==> config.mk <==
export PLATFORM = sky130hd
export DESIGN_NAME = mm_sequencer
export DESIGN_NICKNAME = d
export VERILOG_FILES = /design/src/rtl/mm_pkg.sv /design/src/rtl/mm_sequencer.sv
export VERILOG_INCLUDE_DIRS = /design/src /design/src/include
export SDC_FILE = /design/constraint.sdc
export NUM_CORES = 1
export LEC_CHECK = 0
export BUFFER_PORTS_ARGS = -buffer_cell sky130_fd_sc_hd__buf_2
export CAP_MARGIN = 0
export CORE_MARGIN = 8
export CORE_UTILIZATION = 45
export DETAILED_ROUTE_END_ITERATION = 8
export HOLD_SLACK_MARGIN = 0.05
export PLACE_DENSITY = 0.82
export SYNTH_ARGS = -nofsm -noshare
export SYNTH_HDL_FRONTEND = slang
export SYNTH_SLANG_ARGS = --single-unit
==> constraint.sdc <==
create_clock -name clk -period 4.21 [get_ports clk]
set_input_delay 0.842 -clock clk [delete_from_list [all_inputs] [get_ports clk]]
set_output_delay 0.842 -clock clk [all_outputs]
set_load 0.02 [all_outputs]
==> src/include/mm_consts.svh <==
`ifndef MM_CONSTS_SVH
`define MM_CONSTS_SVH

// vector shape
`define MM_LANES 4
`define MM_ELEM_W 16

// memory address widths
`define MM_ADDR_W 11
`define MM_WADDR_W 13
`define MM_BADDR_W 9

// loop counter widths
`define MM_CNT_W 8
`define MM_NODE_W 16

// address-valid to data-valid, all read ports
`define MM_MEM_LAT 2

`endif

==> src/rtl/mm_pkg.sv <==
`include "mm_consts.svh"

package mm_pkg;

   typedef logic signed [`MM_ELEM_W-1:0] elem_t;

   typedef elem_t [`MM_LANES-1:0] vec_t;

   // row i is the input lane, column j the output lane
   typedef vec_t [`MM_LANES-1:0] wblock_t;

   typedef struct packed {
      logic [`MM_ADDR_W-1:0]  input_start;
      logic [`MM_WADDR_W-1:0] weight_start;
      logic [`MM_BADDR_W-1:0] bias_start;
      logic [`MM_ADDR_W-1:0]  output_start;
      logic [`MM_CNT_W-1:0]   ci_count;
      logic [`MM_CNT_W-1:0]   co_count;
      logic [`MM_NODE_W-1:0]  node_count;
      logic                   bias_en;
      logic                   relu_en;
   } mm_cfg_t;

   typedef struct packed {
      logic last_ci;
      logic last_job;
   } beat_tag_t;

   // sized for the widest port, narrower ports zero-extend
   typedef struct packed {
      logic [`MM_WADDR_W-1:0] addr;
      logic                   valid;
   } rd_req_t;

   typedef struct packed {
      vec_t data;
      logic valid;
   } vec_rsp_t;

   typedef struct packed {
      wblock_t data;
      logic    valid;
   } wblock_rsp_t;

endpackage

==> src/rtl/mm_sequencer.sv <==
`timescale 1ns/10ps
`include "mm_consts.svh"

module mm_sequencer (
   input  logic             clk,
   input  logic             rstn,
   input  mm_pkg::mm_cfg_t  cfg,
   input  logic             start,
   output mm_pkg::rd_req_t  input_rd,
   output mm_pkg::rd_req_t  weight_rd,
   output mm_pkg::rd_req_t  bias_rd,
   output mm_pkg::beat_tag_t tag,
   output logic             tag_valid
);

   localparam int ADDR_W  = `MM_ADDR_W;
   localparam int WADDR_W = `MM_WADDR_W;
   localparam int BADDR_W = `MM_BADDR_W;

   logic                  busy;
   logic [`MM_CNT_W-1:0]  ci_q;
   logic [`MM_CNT_W-1:0]  co_q;
   logic [`MM_NODE_W-1:0] n_q;
   logic [ADDR_W-1:0]     in_addr_q;
   logic [WADDR_W-1:0]    w_addr_q;
   logic [BADDR_W-1:0]    b_addr;
   logic                  last_ci;
   logic                  last_co;
   logic                  last_n;
   logic                  last_beat;

   assign last_ci   = (ci_q == cfg.ci_count - 1'b1);
   assign last_co   = (co_q == cfg.co_count - 1'b1);
   assign last_n    = (n_q == cfg.node_count - 1'b1);
   assign last_beat = last_ci && last_co && last_n;
   assign b_addr    = cfg.bias_start + BADDR_W'(co_q);

   ///////////////////////////////////////////////////////////////////////
   // loop counters and address walks
   ///////////////////////////////////////////////////////////////////////

   always_ff @(posedge clk or negedge rstn) begin
      if (!rstn) begin
         busy      <= 1'b0;
         ci_q      <= '0;
         co_q      <= '0;
         n_q       <= '0;
         in_addr_q <= '0;
         w_addr_q  <= '0;
      end else if (!busy) begin
         if (start) begin
            busy      <= 1'b1;
            ci_q      <= '0;
            co_q      <= '0;
            n_q       <= '0;
            in_addr_q <= cfg.input_start;
            w_addr_q  <= cfg.weight_start;
         end
      end else if (last_beat) begin
         // counters hold after the final beat
         busy <= 1'b0;
      end else if (!last_ci) begin
         ci_q      <= ci_q + 1'b1;
         in_addr_q <= in_addr_q + 1'b1;
         w_addr_q  <= w_addr_q + 1'b1;
      end else if (!last_co) begin
         // same node again, next weight row
         ci_q      <= '0;
         co_q      <= co_q + 1'b1;
         in_addr_q <= in_addr_q - ADDR_W'(cfg.ci_count) + 1'b1;
         w_addr_q  <= w_addr_q + 1'b1;
      end else begin
         ci_q      <= '0;
         co_q      <= '0;
         n_q       <= n_q + 1'b1;
         in_addr_q <= in_addr_q + 1'b1;
         w_addr_q  <= cfg.weight_start;
      end
   end

   // requests follow the counter state directly
   always_comb begin
      input_rd.addr   = WADDR_W'(in_addr_q);
      input_rd.valid  = busy;
      weight_rd.addr  = w_addr_q;
      weight_rd.valid = busy;
      bias_rd.addr    = WADDR_W'(b_addr);
      bias_rd.valid   = busy && cfg.bias_en && last_ci;
      tag.last_ci     = last_ci;
      tag.last_job    = last_beat;
      tag_valid       = busy;
   end

endmodule

==> results.toml, run 1 <==
[timing]
fmax_ghz = 0.244
maxSlewHeadroom = 0.628
fin_worst_skew_ns = 0.00814
finalHoldViolCount = 0
maxSlewViolCount = 0
finalCritPeriodShare = 0.975
worst_pin_slew_ns = 0.557
period_minus_slack_ns = 4.11
rsz0062_at_grt = "false"
setup_viol = 0
whs_ns = 0.508

[clock_network]
cts_tree = "done"
h-tree-depth = 3
clkLatencyLatePin_ns = 0.33
clockBufferDepth = 2
clkTransAtPathRegs_ns = 0.05
cts_made_buffers = 9
cts-root-buf = "clkbuf_16"
numClockSinks = 57

[pwr]
power_frac_seq = 0.295
peakVddDrop_mv = 0.280
intPower_uw = 1930
finalPower_uw = 3420
swShare = 0.436
p_comb_frac = 0.507
power_switching_uw = 1490
p_leak_uw = 0.00316
p_per_area_nw_per_um2 = 511
power.clock.fraction = 0.198

[grt]
grt_pass1_wl_um = 25300
grt_use_total = 0.188
gr-total-overflow = 0
antenna_found_initial = 0
grt_max_degree = 35
first_global_vias = 5340

[setup_path]
critPathMaxStageDelay_ns = 0.58
r2r_start = "n_q[6]$_DFFE_PN0P_"
path_class = "in2out"
reg2regPathDepth = 9
critPathArrivalTime_ns = 3.26
regToRegSetupSlack_ns = 0.86
crit_chain = "buf_2 > inv_1 > ha_2 > or4b_4 > or4_4 > o311ai_2 > nor2_1 > a211o_1 > or4_4 > inv_2 > buf_6"
critPathCaptureType = "primary output"
crit_path_top_delay_cell = "or4_4"
cpMostUsedCell = "or4_4"
path_max_fanout = 2
critical_path.startpoint_type = "input port"
critPathRequiredTime_ns = 3.37
r2r-end = "in_addr_q[2]$_DFFE_PN0P_"

[yosys]
synth_top_area_share = 0.258
synth_edf_count = 0
yosys-top-cells-count = "dfrtp_1 (57), nand2_1 (49), nor2_1 (45)"
netlist_area_um2 = 5540
yosysWarnings = 0
synth_area_leader_cell = "dfrtp_1"
ys_seq_area_frac = 0.258
yosys_most_used_dff = "dfrtp_1"
synth_cells = 656
synth.area.top_cells = "dfrtp_1 (26%), ha_1 (7.7%), xnor2_1 (5.1%)"
async_flop_share = 1.00
yosysMostFrequentCell = "dfrtp_1"
syn_avg_cell_area_um2 = 8.44
ys_ff_latch = 57
ys_types = 83

[drt]
detail-route-antenna-nets = 0
dr.pass1.iters = 5
drtIter0Drc = 308
drc_errors = 0
wl_um = 15300
wl_per_cell_um = 16.6
num_vias = 5483
vias_per_cell = 5.93

[job]
timing.max_cap.violations = 0

[die]
coreArea_um2 = 12000
ioPinCount = 126
die_area_um2 = 16100
die_w_um = 127
initial_core_util = 0.461
die_h_um = 127
rows = 40

[cells_and_area]
n_antenna_cell = 0
area_growth_pct = 20.6
num-nets-final = 890
drive_gt1_frac = 0.248

[worst_hold_path]
hold_class = "in2async"

[place]
hpwl_um = 11600
gp_congestion = 0.861
portBuffers = 107

[run_status]
outcome = "finished clean"
[worst max path at each step]
stage,start,endpoint,slack (ns),cells past startpoint
global route,cfg[3],tag[0],0.03,12
CTS,cfg[2],tag[0],0.0006,11
floorplan,cfg[2],tag[0],0.05,10
detailed placement,cfg[2],tag[0],-0.09,11
global placement,cfg[2],tag[0],-0.08,11
finish,cfg[3],tag[0],0.10,11
[metal layers]
| layer | global-route usage | up-vias | routed length [µm] |
|---|---|---|---|
| met4 | 0.0595 | 0 | 212 |
| met3 | 0.0369 | 19 | 918 |
| li1 | - | 2681 | - |
| met5 | 0 | - | 0 |
| met2 | 0.305 | 177 | 6960 |
| met1 | 0.244 | 2606 | 7230 |
[what timing repair did]
item	CTS	global route
resized for setup	2	15
pin swaps	3	12
buffers inserted	1	3
endpoints found under the setup margin	1	1
hold buffers	0	0
[power by group through the flow]
stage	Combinational (µW)	Sequential, µW	Clock (µW)
after floorplan	1170	1060	0
after global placement	1680	1010	0
after detailed placement	1720	1010	0
after CTS	1730	1010	679
after global routing	1930	1040	710
final	1730	1010	675
[layout make-up]
cell class	count	area [µm²]
inverters	40	150
well taps	147	184
clock buffers	13	260
flip-flops and latches	57	1430
repair buffers	140	806
multi-input cells	525	3840
fillers	1077	5330
clock inverters	3	15.0
[registers in the layout, summed over array words and instances, names as in the netlist]
register and flops:
ci_q 8, co_q 8, in_addr_q 11, n_q 16, tag_valid 1, w_addr_q 13
[placed cells by master (no fill, tap or decap), drive strengths merged, types with 13 or more instances in the layout]
master	netlist	layout
nor3	15	15
xor2	19	19
nand3	31	31
nand2	49	49
mux2i	19	19
clkbuf	18	13
xnor2	32	32
buf	21	140
and3	18	18
o21ai	25	25
nor2	46	46
a31oi	13	13
ha	34	34
inv	40	40
a21oi	19	19
or4	13	13
dfrtp	57	57
[worst max-delay path: cells and delay by family]
family                   cells  cell delay (ns)
AO/OA/AOI/OAI                2             0.35
adder cells (fa/ha/maj)      1             0.16
buffers and inverters        4             0.35
AND/OR/NAND/NOR              4             1.56
[cell families after synthesis]
kind of cell             synth area share
AO/OA/AOI/OAI                       0.227
AND/OR/NAND/NOR                     0.235
multiplexers                       0.0452
flip-flops                          0.258
buffers and inverters              0.0700
adder cells (fa/ha/maj)            0.0840
XOR/XNOR                           0.0806
other                            0.000677
[per-stage QoR]
| stage | setup WS (ns) | util | TNS, ns | cell area (µm²) | std cells |
|---|---|---|---|---|---|
| after CTS | 0.000562 | 0.547 | 0 | 6580 | 922 |
| after global placement | -0.0846 | 0.523 | -0.0846 | 6280 | 905 |
| after floorplan | 0.0542 | - | 0 | 5560 | 661 |
| after detailed placement | -0.0882 | 0.523 | -0.0882 | 6280 | 905 |
| after global routing | 0.0299 | 0.556 | 0 | 6680 | 925 |
| final | 0.104 | 0.556 | 0 | 6680 | 925 |
No activity file was read; power rests on OpenSTA's default activity.
==> inputs of run 2 (changes only) <==
--- a/config.mk
+++ b/config.mk
@@ -8,9 +8,10 @@
 export LEC_CHECK = 0
 export BUFFER_PORTS_ARGS = -buffer_cell sky130_fd_sc_hd__buf_2
 export CAP_MARGIN = 0
-export CORE_MARGIN = 8
+export CORE_MARGIN = 2
 export CORE_UTILIZATION = 45
 export DETAILED_ROUTE_END_ITERATION = 8
+export GPL_TIMING_DRIVEN = 0
 export HOLD_SLACK_MARGIN = 0.05
 export PLACE_DENSITY = 0.82
 export SYNTH_ARGS = -nofsm -noshare
==> run 2 against run 1 <==
  * Sequential power about the same
  * Clock skew about the same
  * Routed wire length up 3.7%
  * Sequential share of layout area down 0.30 points
  * First-iteration DRC count grew 50%
  * Combinational power is 2% higher
  * Total power grew 6.5%
  * Largest power group unchanged
==> results.toml, run 2 (synthesized netlist as in run 1, its figures left out) <==
[worst_hold_path]
hold_class = "reg2reg"
whs_path_depth = 1

[clock_network]
cts_made_buffers = 9
cts_tree = "done"
numClockSinks = 57
clkLatencyLatePin_ns = 0.33
hold_buffers = 0
h-tree-depth = 3
clockBufferDepth = 2
cts-root-buf = "clkbuf_16"
clkTransAtPathRegs_ns = 0.05

[die]
coreArea_um2 = 12000
die_area_um2 = 13200
die_w_um = 115
ioPinCount = 126
initial_core_util = 0.461
die_h_um = 115
rows = 40

[cells_and_area]
final_common_cell = "buf_2"
top_register = "n_q"
n_antenna_cell = 0
area_growth_pct = 22.4
stdcell_count = 942
top_regs = "n_q (16), w_addr_q (13), in_addr_q (11)"
drive_gt1_frac = 0.239
final_cell_mix = "buf_2 (106), dfrtp_1 (57), nand2_1 (49)"
n_fill_cell = 1106
num-nets-final = 907
largest_reg_flops = 16

[timing]
finalCritPeriodShare = 0.982
period_minus_slack_ns = 4.14
setup_viol = 0
worst_pin_slew_ns = 1.21
maxSlewHeadroom = 0.187
rsz0062_at_grt = "false"
finalHoldViolCount = 0
maxSlewViolCount = 0
fin_worst_skew_ns = 0.00839
fmax_ghz = 0.242

[drt]
vias_per_cell = 6.09
drtIter0Drc = 462
num_vias = 5740
wl_per_cell_um = 16.9
wl_um = 15900
dr.pass1.iters = 7
detail-route-antenna-nets = 0
drc_errors = 0

[grt]
grt_pass1_wl_um = 25500
grt_use_total = 0.237
first_global_vias = 5364
antenna_found_initial = 0
gr-total-overflow = 0
grt_max_degree = 58

[setup_path]
path_max_fanout = 4
critPathArrivalTime_ns = 3.29
regToRegSetupSlack_ns = 0.48
critPathRequiredTime_ns = 3.37
path_class = "in2out"
reg2regPathDepth = 16
critPathCaptureType = "primary output"
critical_path.startpoint_type = "input port"

[job]
timing.max_cap.violations = 0

[pwr]
peakVddDrop_mv = 0.346
p_per_area_nw_per_um2 = 536
intPower_uw = 2100
power.clock.fraction = 0.236
power_switching_uw = 1540
p_leak_uw = 0.00318
finalPower_uw = 3640
swShare = 0.423
p_comb_frac = 0.488
power_frac_seq = 0.277

[place]
place_inst = 915
gp_congestion = 0.874
portBuffers = 107
hpwl_um = 11400

[run_status]
outcome = "finished clean"
## run 2: cell count changes in the layout (fill, tap and decap cells not counted), moves of 3 or more
cell | before | now
buf_6 | 2 | 5
bufinv_16 | 0 | 3
clkbuf_1 | 2 | 17
buf_4 | 31 | 25
## run 2: final cells by class
cell class	instances	area, µm²	share of cell area
multi-input cells	525	3790	0.560
flip-flops and latches	57	1430	0.210
repair buffers	120	651	0.0960
clock buffers	11	243	0.0358
plain buffers	37	226	0.0334
well taps	147	184	0.0271
inverters	40	153	0.0225
clock inverters	5	103	0.0151
## run 2: per-stage QoR
stage	utilization	hold slack, ns	setup WS, ns	setup TNS (ns)	instance area [µm²]
2_1_floorplan	-	0.496	0.0542	0	5560
3_3_place_gp	0.523	0.509	-0.542	-1.00	6280
3_5_place_dp	0.523	0.507	-0.554	-0.758	6280
4_1_cts	0.563	0.528	0.0816	0	6770
5_1_grt	0.564	0.558	0.00581	0	6780
6_report	0.564	0.527	0.0742	0	6780
## run 2: critical path, stage by stage
cell	delay (ns)
buf_2	0.13
inv_1	0.06
ha_2	0.19
or3b_4	0.39
nor4_2	0.32
o22ai_2	0.17
a211oi_4	0.26
nand3_2	0.12
or4_4	0.60
inv_4	0.09
buf_6	0.11
## run 2: what timing repair did
item / in CTS / in global routing
buffers inserted: 12 / 1
pin swaps: 10 / 4
setup endpoints to repair: 1 / 37
resized for setup: 16 / 1
## run 2: power groups by stage
stage               Sequential [µW]  Clock (µW)  Combinational [µW]
detailed placement              998           0                1740
finish                         1010         856                1770
global route                   1040         887                1970
floorplan                      1060           0                1170
global placement                994           0                1690
CTS                             995         858                1760
## run 2: per-layer routing
layer / global-route usage / share of wire / vias to the layer above
li1: - / - / 2711
met1: 0.323 / 0.45 / 2712
met2: 0.386 / 0.46 / 272
met3: 0.0274 / 0.063 / 45
met4: 0.0924 / 0.027 / 0
met5: 0 / 0 / -
## run 2: worst paths after layout
check / from / to
max in group asynchronous: rstn / w_addr_q[4]$_DFFE_PN0P_
worst min register to register: w_addr_q[5]$_DFFE_PN0P_ / w_addr_q[5]$_DFFE_PN0P_
worst max register to register: co_q[5]$_DFFE_PN0P_ / w_addr_q[0]$_DFFE_PN0P_
min in group asynchronous: rstn / n_q[15]$_DFFE_PN0P_
worst min-delay path: w_addr_q[5]$_DFFE_PN0P_ / w_addr_q[5]$_DFFE_PN0P_
worst max-delay path: cfg[18] / tag[0]
==> inputs of run 3 (changes only) <==
--- a/config.mk
+++ b/config.mk
@@ -6,6 +6,7 @@
 export SDC_FILE = /design/constraint.sdc
 export NUM_CORES = 1
 export LEC_CHECK = 0
+export ABC_AREA = 1
 export BUFFER_PORTS_ARGS = -buffer_cell sky130_fd_sc_hd__buf_2
 export CAP_MARGIN = 0
 export CORE_MARGIN = 2
@@ -13,7 +14,7 @@
 export DETAILED_ROUTE_END_ITERATION = 8
 export GPL_TIMING_DRIVEN = 0
 export HOLD_SLACK_MARGIN = 0.05
-export PLACE_DENSITY = 0.82
+export PLACE_DENSITY = 0.81
 export SYNTH_ARGS = -nofsm -noshare
 export SYNTH_HDL_FRONTEND = slang
 export SYNTH_SLANG_ARGS = --single-unit
==> run 3 against run 2 <==
  * Die area grew 7.5%
  * Clock power fell by 21%
  * Global-route usage is 2.1 points lower
  * Clock skew hardly changed
  * Largest cell class unchanged
==> results.toml, run 3 <==
[cells_and_area]
multi_input_area_um2 = 3910
final_cell_mix = "nand2_1 (327), buf_2 (116), nand3_1 (103)"
stdcell_count = 1239
n_fill_cell = 1281
n_antenna_cell = 0
largest_reg_flops = 16
top_register = "n_q"
drive_gt1_frac = 0.169
top_regs = "n_q (16), w_addr_q (13), in_addr_q (11)"
final_common_cell = "nand2_1"
regArea_um2 = 1430
num-nets-final = 1176
post-route-util = 0.537
area_growth_pct = 17.7

[pwr]
power_switching_uw = 1600
power_frac_seq = 0.286
intPower_uw = 1880
p_leak_uw = 0.00385
peakVddDrop_mv = 0.367
power.clock.fraction = 0.195
p_comb_frac = 0.519
swShare = 0.460
p_per_area_nw_per_um2 = 496

[timing]
period_minus_slack_ns = 3.65
rsz0062_at_grt = "false"
fmax_ghz = 0.274
fin_worst_skew_ns = 0.00830
maxSlewViolCount = 0
fin_setup_tns_ns = 0
worst_pin_slew_ns = 0.719
finalCritPeriodShare = 0.868
setup_viol = 0
whs_ns = 0.544
maxSlewHeadroom = 0.520
finalHoldViolCount = 0
fin_ws_ns = 0.556

[yosys]
ys_types = 42
yosysMostFrequentCell = "nand2_1"
synth_area_leader_cell = "dfrtp_1"
ys_ff_latch = 57
synth_cells = 936
netlist_area_um2 = 5970
yosys_most_used_dff = "dfrtp_1"
ys_seq_area_frac = 0.239
async_flop_share = 1.00
synth.area.top_cells = "dfrtp_1 (24%), nand2_1 (21%), nand3_1 (8.6%)"
yosysWarnings = 0
yosys-top-cells-count = "nand2_1 (327), nand3_1 (103), inv_1 (102)"
synth_edf_count = 0
synth_top_area_share = 0.239
syn_avg_cell_area_um2 = 6.38

[clock_network]
hold_buffers = 0
numClockSinks = 57
post-cts-setup-buffer-count = 0
h-tree-depth = 3
clockBufferDepth = 2
cts_resized = 0
cts_made_buffers = 9
clkTransAtPathRegs_ns = 0.05
cts_tree = "done"
clkLatencyLatePin_ns = 0.33
cts-root-buf = "clkbuf_16"

[worst_hold_path]
hold_end = "n_q[4]$_DFFE_PN0P_"
hp-start = "n_q[4]$_DFFE_PN0P_"
whs_path_depth = 2
hold_class = "reg2reg"

[setup_path]
critPathTopFamily = "simple AND/OR/NAND/NOR gates"
critical_path.startpoint_type = "input port"
path_class = "in2out"
critPathRequiredTime_ns = 3.37
critPathArrivalTime_ns = 2.81
crit_path_top_delay_cell = "nand2_1"
path_buf_inv = 5
regToRegSetupSlack_ns = 1.64
critPathCaptureType = "primary output"
reg2regPathDepth = 16
r2r_start = "in_addr_q[1]$_DFFE_PN0P_"
r2r-end = "in_addr_q[7]$_DFFE_PN0P_"
path_max_fanout = 6
critPathMaxStageDelay_ns = 0.25
crit_chain = "buf_2 > inv_1 > ha_1 > nand3_2 > nor2_2 > xor2_1 > nand2_1 > nor2_1 > nand2_1 > nor2_1 > nand2_2 > inv_1 > buf_4 > buf_2"

[place]
gp_congestion = 0.894
pre_cts_slack_ns = 0.559
hpwl_um = 11800
portBuffers = 107
place_inst = 1224

[grt]
antenna_found_initial = 0
first_global_vias = 5752
grt_use_total = 0.216
grt_max_degree = 58
gr-total-overflow = 0
grt_pass1_wl_um = 25600

[die]
rows = 42
die_area_um2 = 14200
ioPinCount = 126
die_h_um = 119
coreArea_um2 = 13100
initial_core_util = 0.456
die_w_um = 119

[drt]
drc_errors = 0
num_vias = 6124
drtIter0Drc = 376
detail-route-antenna-nets = 0
wl_per_cell_um = 12.2
vias_per_cell = 4.94
wl_um = 15100
dr.pass1.iters = 5

[job]
timing.max_cap.violations = 0

[run_status]
outcome = "finished clean"
## run 3: cell count changes after synthesis, sizes merged, moves of 8 or more
cell / change
a31oi: -13
and3: -18
clkbuf: -9
inv: +65
mux2i: -19
nand2: +288
nand3: +74
nor2: +43
o211ai: -12
o22a: -8
o22ai: -12
or4: -13
xor2: +26
## run 3: worst max path at each step
stage / start / endpoint / slack (ns) / depth (start not counted)
2_1_floorplan: cfg[45] / bias_rd[9] / 0.88 / 9
4_1_cts: cfg[26] / tag[0] / 0.55 / 14
6_report: cfg[26] / tag[0] / 0.56 / 14
5_1_grt: cfg[26] / tag[0] / 0.33 / 14
3_3_place_gp: cfg[26] / tag[0] / 0.57 / 14
3_5_place_dp: cfg[26] / tag[0] / 0.56 / 14
## run 3: worst min-delay path, stage by stage, from the launching register on
cell     delay, ns
dfrtp_1       0.39
nand2_1       0.07
nand2_1       0.05
## run 3: power groups by stage
stage | clock, µW | combinational, µW | sequential, µW
2_1_floorplan | 0 | 1260 | 1050
3_3_place_gp | 0 | 1760 | 994
3_5_place_dp | 0 | 1800 | 994
4_1_cts | 681 | 1820 | 990
5_1_grt | 706 | 2070 | 1020
6_report | 679 | 1810 | 997
## run 3: cell type report
| class | count | share of cell area |
|---|---|---|
| buffer | 37 | 0.0354 |
| clock inverter | 3 | 0.00214 |
| clock buffer | 12 | 0.0379 |
| multi-input combinational | 740 | 0.556 |
| timing repair buffer | 107 | 0.0765 |
| tap | 176 | 0.0313 |
| sequential | 57 | 0.203 |
| inverter | 107 | 0.0573 |
## run 3: cell families (layout without fill, tap and decap cells)
group | count (synthesis) | in the layout | synth area share
flops | 57 | 57 | 0.239
buf+inv | 144 | 266 | 0.109
xor+xnor | 71 | 71 | 0.104
simple gates | 569 | 569 | 0.416
other cells | 1 | 6 | 0.000628
compound gates | 58 | 58 | 0.0536
fa+ha+maj | 36 | 36 | 0.0780
## run 3: layer usage
| layer | routed length, µm | vias up | GRT usage |
|---|---|---|---|
| met5 | 0 | - | 0 |
| li1 | - | 3196 | - |
| met1 | 6780 | 2728 | 0.278 |
| met4 | 194 | 0 | 0.0476 |
| met2 | 7260 | 181 | 0.379 |
| met3 | 820 | 19 | 0.0364 |
## run 3: per-stage QoR
stage	total power (µW)	instance area, µm²
floorplan	2310	5990
global placement	2750	6750
detailed placement	2800	6750
CTS	3490	7030
global route	3800	7030
finish	3490	7030
